--- src/common/fetch_pkg.sv ---
package fetch_pkg;

    // line geometry
    localparam int LINE_BYTES     = 32;
    localparam int BEATS_PER_LINE = 4;   // 64-bit beats per line
    localparam int WORDS_PER_LINE = 8;   // 32-bit instructions per line

    // default depth of the instruction queue
    localparam int FQ_DEPTH = 8;

    // byte address
    typedef logic [31:0] addr_t;

    // one RV32I instruction word
    typedef logic [31:0] inst_t;

    // one beat on the memory read bus
    typedef logic [63:0] beat_t;

    // a whole line as held by the line buffer
    typedef logic [LINE_BYTES*8-1:0] line_t;

    // first fetch after reset
    localparam addr_t RESET_PC = 32'h1eceb000;

endpackage : fetch_pkg
--- src/rtl/fetch_top.sv ---
module fetch_top
    import fetch_pkg::*;
(
    input  logic  clk,
    input  logic  rst,

    // burst memory, read side only
    output addr_t bmem_addr_o,
    output logic  bmem_read_o,
    input  logic  bmem_ready_i,
    input  beat_t bmem_rdata_i,
    input  logic  bmem_rvalid_i,

    // redirect from the back end
    input  logic  redirect_i,
    input  addr_t redirect_pc_i,

    // instruction stream to the consumer
    output inst_t inst_o,
    output addr_t pc_o,
    output logic  inst_valid_o,
    input  logic  inst_ready_i
);

    logic  fetch_req;
    addr_t fetch_addr;
    logic  fetch_resp;
    inst_t fetch_word;
    logic  enq;          // response kept, goes into the queue
    logic  q_full;
    logic  q_empty;

    logic  line_req;
    addr_t line_addr;
    logic  line_valid;
    line_t line_data;

    assign inst_valid_o = !q_empty;

    pc_gen pc_gen_i (
        .clk           (clk),
        .rst           (rst),
        .q_full_i      (q_full),
        .bmem_ready_i  (bmem_ready_i),
        .fetch_resp_i  (fetch_resp),
        .redirect_i    (redirect_i),
        .redirect_pc_i (redirect_pc_i),
        .fetch_req_o   (fetch_req),
        .fetch_addr_o  (fetch_addr),
        .enq_o         (enq)
    );

    line_buffer line_buffer_i (
        .clk          (clk),
        .rst          (rst),
        .fetch_req_i  (fetch_req),
        .fetch_addr_i (fetch_addr),
        .fetch_resp_o (fetch_resp),
        .fetch_word_o (fetch_word),
        .line_req_o   (line_req),
        .line_addr_o  (line_addr),
        .line_valid_i (line_valid),
        .line_data_i  (line_data)
    );

    burst_adapter burst_adapter_i (
        .clk           (clk),
        .rst           (rst),
        .line_req_i    (line_req),
        .line_addr_i   (line_addr),
        .bmem_ready_i  (bmem_ready_i),
        .bmem_rdata_i  (bmem_rdata_i),
        .bmem_rvalid_i (bmem_rvalid_i),
        .bmem_addr_o   (bmem_addr_o),
        .bmem_read_o   (bmem_read_o),
        .line_valid_o  (line_valid),
        .line_data_o   (line_data)
    );

    // pc of a kept response is still the request address
    fetch_queue #(.DEPTH(FQ_DEPTH)) fetch_queue_i (
        .clk     (clk),
        .rst     (rst),
        .flush_i (redirect_i),
        .enq_i   (enq),
        .inst_i  (fetch_word),
        .pc_i    (fetch_addr),
        .deq_i   (inst_ready_i),
        .inst_o  (inst_o),
        .pc_o    (pc_o),
        .empty_o (q_empty),
        .full_o  (q_full)
    );

endmodule : fetch_top

--- src/rtl/fetch_queue.sv ---
module fetch_queue
    import fetch_pkg::*;
#(
    parameter int DEPTH = FQ_DEPTH   // power of two, 2 or more
) (
    input  logic  clk,
    input  logic  rst,

    input  logic  flush_i,
    input  logic  enq_i,
    input  inst_t inst_i,
    input  addr_t pc_i,
    input  logic  deq_i,

    output inst_t inst_o,
    output addr_t pc_o,
    output logic  empty_o,
    output logic  full_o
);

    localparam int PTR_W = $clog2(DEPTH);

    inst_t inst_mem [DEPTH];
    addr_t pc_mem   [DEPTH];

    logic [PTR_W-1:0] wr_ptr_q;
    logic [PTR_W-1:0] rd_ptr_q;
    logic [PTR_W:0]   count_q;   // one extra bit to tell full from empty
    logic             do_enq;
    logic             do_deq;

    assign full_o  = (count_q == (PTR_W + 1)'(DEPTH));
    assign empty_o = (count_q == '0);

    assign do_enq = enq_i && !full_o;
    assign do_deq = deq_i && !empty_o;   // consumer strobe ignored when empty

    assign inst_o = inst_mem[rd_ptr_q];
    assign pc_o   = pc_mem[rd_ptr_q];

    always_ff @(posedge clk) begin
        if (rst || flush_i) begin
            wr_ptr_q <= '0;
            rd_ptr_q <= '0;
            count_q  <= '0;
        end else begin
            if (do_enq) begin
                wr_ptr_q <= wr_ptr_q + 1'b1;   // wraps at DEPTH
            end
            if (do_deq) begin
                rd_ptr_q <= rd_ptr_q + 1'b1;
            end

            case ({do_enq, do_deq})
                2'b10:   count_q <= count_q + 1'b1;
                2'b01:   count_q <= count_q - 1'b1;
                default: count_q <= count_q;
            endcase
        end
    end

    // storage
    always_ff @(posedge clk) begin
        if (do_enq) begin
            inst_mem[wr_ptr_q] <= inst_i;
            pc_mem[wr_ptr_q]   <= pc_i;
        end
    end

    // pc_gen must hold requests back while the queue is full
    assert property (@(posedge clk) disable iff (rst)
        enq_i |-> !full_o)
        else $error("fetch_queue: enqueue while full, instruction lost");

endmodule : fetch_queue

--- src/mem/burst_adapter.sv ---
module burst_adapter
    import fetch_pkg::*;
(
    input  logic  clk,
    input  logic  rst,

    input  logic  line_req_i,
    input  addr_t line_addr_i,

    input  logic  bmem_ready_i,
    input  beat_t bmem_rdata_i,
    input  logic  bmem_rvalid_i,
    output addr_t bmem_addr_o,
    output logic  bmem_read_o,

    output logic  line_valid_o,
    output line_t line_data_o
);

    localparam int CNT_W = $clog2(BEATS_PER_LINE);
    localparam logic [CNT_W-1:0] LAST_BEAT = CNT_W'(BEATS_PER_LINE - 1);

    typedef enum logic [1:0] {
        BA_IDLE,
        BA_ISSUE,
        BA_COLLECT
    } ba_state_e;

    ba_state_e        state_q;
    addr_t            addr_q;
    line_t            line_q;
    logic [CNT_W-1:0] beat_cnt_q;
    logic             line_valid_q;
    logic             last_beat;

    assign bmem_read_o  = (state_q == BA_ISSUE) && bmem_ready_i;   // single cycle
    assign bmem_addr_o  = addr_q;
    assign line_valid_o = line_valid_q;
    assign line_data_o  = line_q;

    assign last_beat = bmem_rvalid_i && (beat_cnt_q == LAST_BEAT);

    always_ff @(posedge clk) begin
        if (rst) begin
            state_q      <= BA_IDLE;
            beat_cnt_q   <= '0;
            line_valid_q <= 1'b0;
        end else begin
            line_valid_q <= 1'b0;
            case (state_q)
                BA_IDLE: begin
                    if (line_req_i) begin
                        state_q <= BA_ISSUE;
                    end
                end
                BA_ISSUE: begin
                    if (bmem_ready_i) begin
                        state_q    <= BA_COLLECT;
                        beat_cnt_q <= '0;
                    end
                end
                BA_COLLECT: begin
                    if (bmem_rvalid_i) begin
                        beat_cnt_q <= beat_cnt_q + 1'b1;
                    end
                    if (last_beat) begin
                        state_q      <= BA_IDLE;
                        line_valid_q <= 1'b1;
                    end
                end
                default: state_q <= BA_IDLE;
            endcase
        end
    end

    always_ff @(posedge clk) begin
        if (state_q == BA_IDLE && line_req_i) begin
            addr_q <= line_addr_i;
        end
        // lowest beat enters first and ends up at the bottom
        if (state_q == BA_COLLECT && bmem_rvalid_i) begin
            line_q <= {bmem_rdata_i, line_q[$bits(line_t)-1:$bits(beat_t)]};
        end
    end

    // line buffer waits for each line before asking for the next
    assert property (@(posedge clk) disable iff (rst)
        line_req_i |-> state_q == BA_IDLE)
        else $error("burst_adapter: line request while a burst is in progress");

endmodule : burst_adapter

--- src/mem/line_buffer.sv ---
module line_buffer
    import fetch_pkg::*;
(
    input  logic  clk,
    input  logic  rst,

    // fetch side
    input  logic  fetch_req_i,
    input  addr_t fetch_addr_i,
    output logic  fetch_resp_o,
    output inst_t fetch_word_o,

    // refill side
    output logic  line_req_o,
    output addr_t line_addr_o,
    input  logic  line_valid_i,
    input  line_t line_data_i
);

    localparam int OFS_W  = $clog2(LINE_BYTES);       // byte offset in a line
    localparam int IDX_W  = $clog2(WORDS_PER_LINE);   // word select
    localparam int WORD_W = $bits(inst_t);

    typedef enum logic [1:0] {
        LB_IDLE,
        LB_LOOKUP,
        LB_FILL
    } lb_state_e;

    lb_state_e        state_q;
    addr_t            addr_q;   // address being served
    line_t            line_q;
    logic [31:OFS_W]  tag_q;
    logic             valid_q;
    logic             hit;
    logic [IDX_W-1:0] word_idx;

    assign hit      = valid_q && (tag_q == addr_q[31:OFS_W]);
    assign word_idx = addr_q[OFS_W-1:2];

    // answer straight from the lookup state
    assign fetch_resp_o = (state_q == LB_LOOKUP) && hit;
    assign fetch_word_o = line_q[word_idx*WORD_W +: WORD_W];

    assign line_req_o  = (state_q == LB_LOOKUP) && !hit;
    assign line_addr_o = {addr_q[31:OFS_W], {OFS_W{1'b0}}};   // line aligned

    always_ff @(posedge clk) begin
        if (rst) begin
            state_q <= LB_IDLE;
            valid_q <= 1'b0;
        end else begin
            case (state_q)
                LB_IDLE: begin
                    if (fetch_req_i) begin
                        state_q <= LB_LOOKUP;
                    end
                end
                LB_LOOKUP: begin
                    state_q <= hit ? LB_IDLE : LB_FILL;
                end
                LB_FILL: begin
                    // back to lookup, which hits now
                    if (line_valid_i) begin
                        state_q <= LB_LOOKUP;
                        valid_q <= 1'b1;
                    end
                end
                default: state_q <= LB_IDLE;
            endcase
        end
    end

    always_ff @(posedge clk) begin
        if (state_q == LB_IDLE && fetch_req_i) begin
            addr_q <= fetch_addr_i;
        end
        if (state_q == LB_FILL && line_valid_i) begin
            line_q <= line_data_i;
            tag_q  <= addr_q[31:OFS_W];
        end
    end

endmodule : line_buffer

--- src/rtl/pc_gen.sv ---
module pc_gen
    import fetch_pkg::*;
(
    input  logic  clk,
    input  logic  rst,

    input  logic  q_full_i,
    input  logic  bmem_ready_i,
    input  logic  fetch_resp_i,
    input  logic  redirect_i,
    input  addr_t redirect_pc_i,

    output logic  fetch_req_o,
    output addr_t fetch_addr_o,
    output logic  enq_o
);

    addr_t pc_q;
    logic  pending_q;   // request in flight to the line buffer
    logic  discard_q;   // in-flight response belongs to the old path

    // one request at a time, never into a full queue
    assign fetch_req_o  = !pending_q && !q_full_i && bmem_ready_i && !redirect_i;
    assign fetch_addr_o = pc_q;

    // a response racing a redirect is stale as well
    assign enq_o = fetch_resp_i && !discard_q && !redirect_i;

    always_ff @(posedge clk) begin
        if (rst) begin
            pc_q      <= RESET_PC;
            pending_q <= 1'b0;
            discard_q <= 1'b0;
        end else begin
            if (redirect_i) begin
                pc_q <= redirect_pc_i;
            end else if (enq_o) begin
                pc_q <= pc_q + 32'd4;
            end

            if (fetch_req_o) begin
                pending_q <= 1'b1;
            end else if (fetch_resp_i) begin
                pending_q <= 1'b0;
            end

            // stale response still has to come back before the next request
            if (fetch_resp_i) begin
                discard_q <= 1'b0;
            end else if (redirect_i && pending_q) begin
                discard_q <= 1'b1;
            end
        end
    end

    // redirect targets come from outside, misaligned ones would split a word
    assert property (@(posedge clk) disable iff (rst)
        fetch_req_o |-> fetch_addr_o[1:0] == 2'b00)
        else $error("pc_gen: fetch address %h not word aligned", fetch_addr_o);

endmodule : pc_gen

--- config.mk ---
export PLATFORM = sky130hd
export DESIGN_NAME = fetch_top
export DESIGN_NICKNAME = d
export VERILOG_FILES = /design/src/common/fetch_pkg.sv /design/src/rtl/fetch_top.sv /design/src/rtl/fetch_queue.sv /design/src/mem/burst_adapter.sv /design/src/mem/line_buffer.sv /design/src/rtl/pc_gen.sv
export SDC_FILE = /design/constraint.sdc
export NUM_CORES = 1
export LEC_CHECK = 0
export ABC_AREA = 1
export BUFFER_PORTS_ARGS = -buffer_cell sky130_fd_sc_hd__buf_4
export CAP_MARGIN = 20
export CORE_ASPECT_RATIO = 1.1
export CORE_MARGIN = 4
export CORE_UTILIZATION = 45
export CTS_BUF_LIST = sky130_fd_sc_hd__clkbuf_16
export DETAILED_ROUTE_END_ITERATION = 7
export GPL_TIMING_DRIVEN = 0
export PLACE_DENSITY_LB_ADDON = 0.15
export SETUP_SLACK_MARGIN = 0.1
export SLEW_MARGIN = 20
export SYNTH_ARGS = -nofsm -noshare
export SYNTH_HDL_FRONTEND = slang
export SYNTH_SLANG_ARGS = --single-unit
--- constraint.sdc ---
create_clock -name clk -period 27.2 [get_ports clk]
set_clock_uncertainty 0.15 [all_clocks]
set_input_delay 4.08 -clock clk [delete_from_list [all_inputs] [get_ports clk]]
set_output_delay 4.08 -clock clk [all_outputs]
set_load 0.005 [all_outputs]
After elaboration in Yosys (flattened, before gate mapping). Memory sizes are Yosys's and may differ from the RTL's. A register that Yosys moved wholly into a read port is not among the register bits. Index checks and enable logic that the tools add are counted.

Register bits after elaboration: 650. Memory bits (writable): 512. Input port bits: 102. Output and inout bits: 98. Logic and storage cells: 101. Memories kept: 2.

Add/subtract/negate cells: 6. Eq/ne operators: 15. Shift-type cells: 1. Muxes and demuxes: 23. Bitwise gates (word level): 1. Reduce and logical (&&, ||, !) cells: 37.

Memory list: fetch_queue_i.inst_mem (words 8, width 32, read ports 1, clocked after memory_dff 1, write ports 1, line fetch_queue.sv:23) `inst_t inst_mem [DEPTH];`; fetch_queue_i.pc_mem (words 8, width 32, read ports 1, clocked after memory_dff 1, write ports 1, line fetch_queue.sv:24) `addr_t pc_mem [DEPTH];`.

Operators with widths (number): $shiftx 256x9->32 (1); $mux 32 (2); $add 32x3->32 const B (1); $eq 27x27->1 (1); $logic_and 1x1->1 (17); $mux 2 (8); $mux 3 (4); $pmux 2 s3 (2); $eq 2x2->1 const B (4); $ne 2x1->1 const B (4); $pmux 4 s2 (1); $reduce_bool 2->1 (4); $add 3x1->3 const B (2); $eq 2x1->1 const B (3); $logic_not 1->1 (6); $reduce_and 3->1 (2); $mux 1 (5); $add 4x1->4 const B (1); $eq 4x4->1 const B (1); $logic_not 2->1 (2); $logic_not 4->1 (1); $ne 2x2->1 const B (2); $pmux 2 s2 (1); $reduce_and 2->1 (2); other kinds (5) (6).

Longest topological paths before layout.
Word-level depth: 8. Mapped depth: 18.

By module. From an unflattened synthesis, not the netlist that was laid out.

Cells, all modules: 3201. Area total of the unflattened synthesis: 44177.4 um^2.

Modules (own cells, without submodules): fetch_queue (instances 1, cells each 1534, area each 20541.0 um^2, sequential area each 15635.0 um^2); line_buffer (instances 1, cells each 989, area each 12527.0 um^2, sequential area each 9459.1 um^2); burst_adapter (instances 1, cells each 318, area each 8879.8 um^2, sequential area each 8748.4 um^2); pc_gen (instances 1, cells each 359, area each 2225.9 um^2, sequential area each 680.7 um^2); fetch_top (instances 1, cells each 1, area each 3.8 um^2, sequential area each 0.0 um^2).

Worst setup path before layout. No wires, ideal clock.

Path type: register to register. Start: reg line_buffer_i.state_q[1]. End: reg line_buffer_i.line_q[0] (enable). Setup time: 1.277 ns. Arrival: 19.452 ns. Data required time: 25.773 ns. Path slack: 6.321 ns. Cell stages (with the launch flop): 3. Path buffers: 0. Period minus slack after synthesis: 20.879 ns. Cells stage by stage: dfxtp_1 > inv_1 > nor3_1.

Word-level cells in the longest chain between the ends: 2.

RTL lines: start: declaration (line line_buffer.sv:30) `lb_state_e state_q;`; start signal: assignment (line line_buffer.sv:60) `state_q <= hit ? LB_IDLE : LB_FILL;`; $eq 2x2->1 (line line_buffer.sv:78) `if (state_q == LB_FILL && line_valid_i) begin`; $logic_and 1x1->1 (line line_buffer.sv:78); end signal: assignment (line line_buffer.sv:79) `line_q <= line_data_i;`; end: declaration (line line_buffer.sv:32) `line_t line_q;`.

No other way between the ends. A chain may end at the register's enable or synchronous reset.

Final worst setup path.
Start: in bmem_ready_i. End: out bmem_read_o.

Word-level cells in the longest chain between the ends: 1.

RTL lines: start: declaration (line fetch_top.sv:10) `input logic bmem_ready_i,`; $logic_and 1x1->1 (line burst_adapter.sv:36) `assign bmem_read_o = (state_q == BA_ISSUE) && bmem_ready_i;`; end: declaration (line fetch_top.sv:9) `output logic bmem_read_o,`.

No other way between the ends.

==> results.txt <==
----------------------------------------------------
[Yosys]
  Total of warnings raised by yosys ... 0
  #FFs+latches synth ... ~1200
  Syn Inst Count ... between 3000 and 4000
  Number of distinct library cells after synthesis ... 37
  Area of the mapped netlist ... 0.0434 mm²
  Average cell area after synthesis ... between 10 and 15 µm²
  Primary flip-flop cell chosen by synthesis mapping ... sky130_fd_sc_hd__edfxtp_1
  Async set-or-reset flop fraction in the synthesized netlist ... 0%
  Count of flip-flops with a built-in enable after synthesis ... about 1100
  Part of the Yosys area used for sequential elements ... between 70% and 80%

[Layout]
  Area Overhead vs Synth ... 17.7%
  Util after Layout ... 53.4%
  Most common cell after layout, fill and taps aside ... sky130_fd_sc_hd__edfxtp_1
  Post-layout net count ... ~3700
  Most used cells in the layout excluding fill and tap cells ... sky130_fd_sc_hd__edfxtp_1 (1108), sky130_fd_sc_hd__nor2_1 (732), sky130_fd_sc_hd__o21ai_0 (410)
  Layout cells sized above 1 ... between 10% and 20%
  Number of antenna cells inserted ... 0

[Setup path]
  Reg-to-reg critical path endpoint ... fetch_queue_i.inst_mem[2][7]
  Startpoint of the lowest-slack register-to-register path ... line_buffer_i.addr_q[27]
  Slack of the worst reg-to-reg path ... around 23000 ps
  Worst path required time ... about 23000 ps
  Crit path DAT ... 4640 ps
  Worst Path Max Fanout ... 2
  Worst Setup End Kind ... output pin
  Startpoint types ... input port
  Cell depth of the worst flop-to-flop path ... 16
  WS Path Type ... in -> out

[Route]
  Length of the first detailed-routing pass in iterations ... 5
  DRC Markers ... 0
  Aggregate routed wire length ... roughly 110000 µm
  Total via count after detailed routing ... 26324
  Routed length per placed instance ... 21.8 µm
  Initial drt markers ... around 2400
  Final antenna-violating net count ... 0
  Detail-routed via count per cell ... 5.32

[Timing]
  Number of failing hold endpoints at the final stage ... 0
  Final setup margin ... 18330 ps
  Minimum clock period after layout ... around 8900 ps
  Achievable frequency ... about 110 MHz
  Worst rel slew slack ... about a quarter
  Count of final max-slew check failures ... 0
  Unrepaired setup endpoints after global routing ... no
  Worst hold slack after final layout ... about 260 ps
  Setup violators final ... 0
  Pin slew with the least headroom to its limit ... 1130 ps
  Period utilization ... between 30% and 40%

[Clock network]
  Number of buffers inserted by hold repair at cts ... 0
  Clock buffers created by TritonCTS ... approximately 110
  CTS HTree Levels ... 3
  Clock insertion delay at the later pin of the skew report ... approximately 700 ps
  Clock-pin transition on the worst setup and hold timing paths ... 60 ps
  Buffers inserted during post-CTS setup optimization ... 0
  Resized Gates After CTS ... 0
  Max Root-Sink Buffers ... 3
  Clock root buffer ... sky130_fd_sc_hd__clkbuf_16
  CTS sink cnt ... 1163
  TritonCTS clock tree ... yes

[Power and ir drop]
  Maximum resistive drop on vdd ... approximately 0.063 mV
  Design internal power ... approximately 0.0029 W
  Reported leakage power ... approximately 18 nW
  Switching power as a share of total power ... 20.8%
  Clock power share ... 41.3%
  Combinational cell fraction of total power ... between 3 and 4%
  Share of total power in sequential cells ... between 50 and 60%
  Net switching power figure ... around 0.00075 W
  Ratio of total power to cell area ... ~70 mW/mm²

[Die]
  Effective utilization at floorplan ... between 40% and 50%
  Die W ... about 300 µm
  IO Pins ... 200
  Vertical die dimension ... between 300 and 400 µm
  Die footprint ... slightly above 0.1 mm²
  Core Footprint ... around 0.096 mm²
  Count of standard-cell rows ... between 100 and 150

[Min path]
  Path class of the lowest-slack min-delay path ... reg -> reg
  Cell count of the worst hold path ... 0
  End of the worst hold path ... line_buffer_i.line_q[18]
  Startpoint of the tightest hold check path ... burst_adapter_i.line_data_o[18]

[Run status]
  Run status ... finished clean

[Placement]
  HPWL Detailed ... 74900 µm
  Worst slack, placed ... 18310 ps
  Placer's final routability congestion estimate ... roughly 0.86
  I/O Buffers ... ~190

[GRT]
  Number of global-route vias before repair ... around 27000
  Global route total overflow ... 0
  Pin count of the biggest net entering global routing ... approximately 110
  Initial antenna violation count ... 1
  Total routing usage reported by global routing ... 20.8%
  Global-route wire length before repair ... around 160000 µm

[Job]
  Max cap viols ... 0

----------------------------------------------------
## flip-flops by register name, indices dropped and copies added (netlist names), named ones only
signal,cells
line_buffer_i.line_q,256
line_buffer_i.state_q,2
line_buffer_i.addr_q,30
pc_gen_i.fetch_addr_o,32
fetch_queue_i.count_q,4
pc_gen_i.pending_q,1
fetch_queue_i.inst_mem,256
burst_adapter_i.state_q,2
burst_adapter_i.line_valid_o,1
fetch_queue_i.wr_ptr_q,3
fetch_queue_i.rd_ptr_q,3
pc_gen_i.discard_q,1
burst_adapter_i.bmem_addr_o,27
burst_adapter_i.beat_cnt_q,2
line_buffer_i.valid_q,1
fetch_queue_i.pc_mem,256
line_buffer_i.tag_q,27
burst_adapter_i.line_data_o,256
## how the worst max path moves through the flow
stage                                         from                   endpoint  slack, ps
after floorplan           line_buffer_i.state_q[1]    line_buffer_i.line_q[0]       6320
after CTS                             bmem_ready_i                bmem_read_o      18300
final                                 bmem_ready_i                bmem_read_o      18330
after global placement    line_buffer_i.state_q[1]  line_buffer_i.line_q[199]      -2780
after global routing                  bmem_ready_i                bmem_read_o      18270
after detailed placement              bmem_ready_i                bmem_read_o      18310
## synthesized netlist by cell type, types with 9 or more instances
cell type,count,share of area [%]
sky130_fd_sc_hd__a21oi_1,31,0.36
sky130_fd_sc_hd__a31oi_1,97,1.4
sky130_fd_sc_hd__buf_1,16,0.14
sky130_fd_sc_hd__buf_2,24,0.28
sky130_fd_sc_hd__buf_4,9,0.16
sky130_fd_sc_hd__clkbuf_1,116,1.0
sky130_fd_sc_hd__dfxtp_1,55,2.5
sky130_fd_sc_hd__edfxtp_1,1108,77
sky130_fd_sc_hd__inv_1,98,0.85
sky130_fd_sc_hd__nand2_1,219,1.9
sky130_fd_sc_hd__nand3_1,37,0.43
sky130_fd_sc_hd__nand4_1,10,0.14
sky130_fd_sc_hd__nor2_1,732,6.3
sky130_fd_sc_hd__nor3_1,23,0.27
sky130_fd_sc_hd__o21ai_0,410,4.7
sky130_fd_sc_hd__o22ai_1,97,1.4
sky130_fd_sc_hd__xnor2_1,9,0.18
sky130_fd_sc_hd__xor2_1,21,0.42
## logic make-up after synthesis
| family | count (synthesis) | synth area share, % |
|---|---|---|
| other cells | 1 | 0.00864 |
| buf+inv | 269 | 2.51 |
| fa+ha+maj | 7 | 0.202 |
| simple gates | 1043 | 9.46 |
| compound gates | 646 | 8.06 |
| xor+xnor | 30 | 0.605 |
| flops | 1163 | 79.2 |
## routing by layer
metal | share of wire [%] | GRT usage, % | wire [µm]
met5 | 0 | 0 | 0
met4 | 2.8 | 6.80 | 3050
met3 | 6.0 | 3.01 | 6500
met2 | 52 | 37.8 | 56400
met1 | 39 | 25.7 | 41900
## critical path, cell delays in order
cell	delay [ps]
sky130_fd_sc_hd__buf_4	100
sky130_fd_sc_hd__inv_1	50
sky130_fd_sc_hd__nor3_1	240
sky130_fd_sc_hd__buf_4	180
## power groups by stage
stage	Sequential, W	Clock [W]	Combinational, W
after floorplan	0.00204	0	0.0000601
after global placement	0.00205	0	0.000113
after detailed placement	0.00205	0	0.000118
after CTS	0.00201	0.00153	0.000119
after global routing	0.00201	0.00161	0.000128
final	0.00201	0.00150	0.000117
## layout make-up
| type | count | area [µm²] |
|---|---|---|
| inverters | 102 | 390 |
| flip-flops and latches | 1163 | 34400 |
| plain buffers | 167 | 706 |
| clock inverters | 96 | 722 |
| well taps | 1270 | 1590 |
| multi-input cells | 1731 | 8060 |
| fillers | 7894 | 44600 |
| clock buffers | 114 | 2850 |
| repair buffers | 304 | 2400 |
## metrics by stage
step | instances | setup TNS (ps) | total power, W | instance area, µm²
floorplan | 3163 | 0 | 0.00210 | 43400
global placement | 4626 | -766960 | 0.00216 | 46500
detailed placement | 4737 | 0 | 0.00217 | 47500
CTS | 4947 | 0 | 0.00366 | 51100
global route | 4947 | 0 | 0.00375 | 51100
finish | 4947 | 0 | 0.00362 | 51100
(Power assumes the default switching activity.)
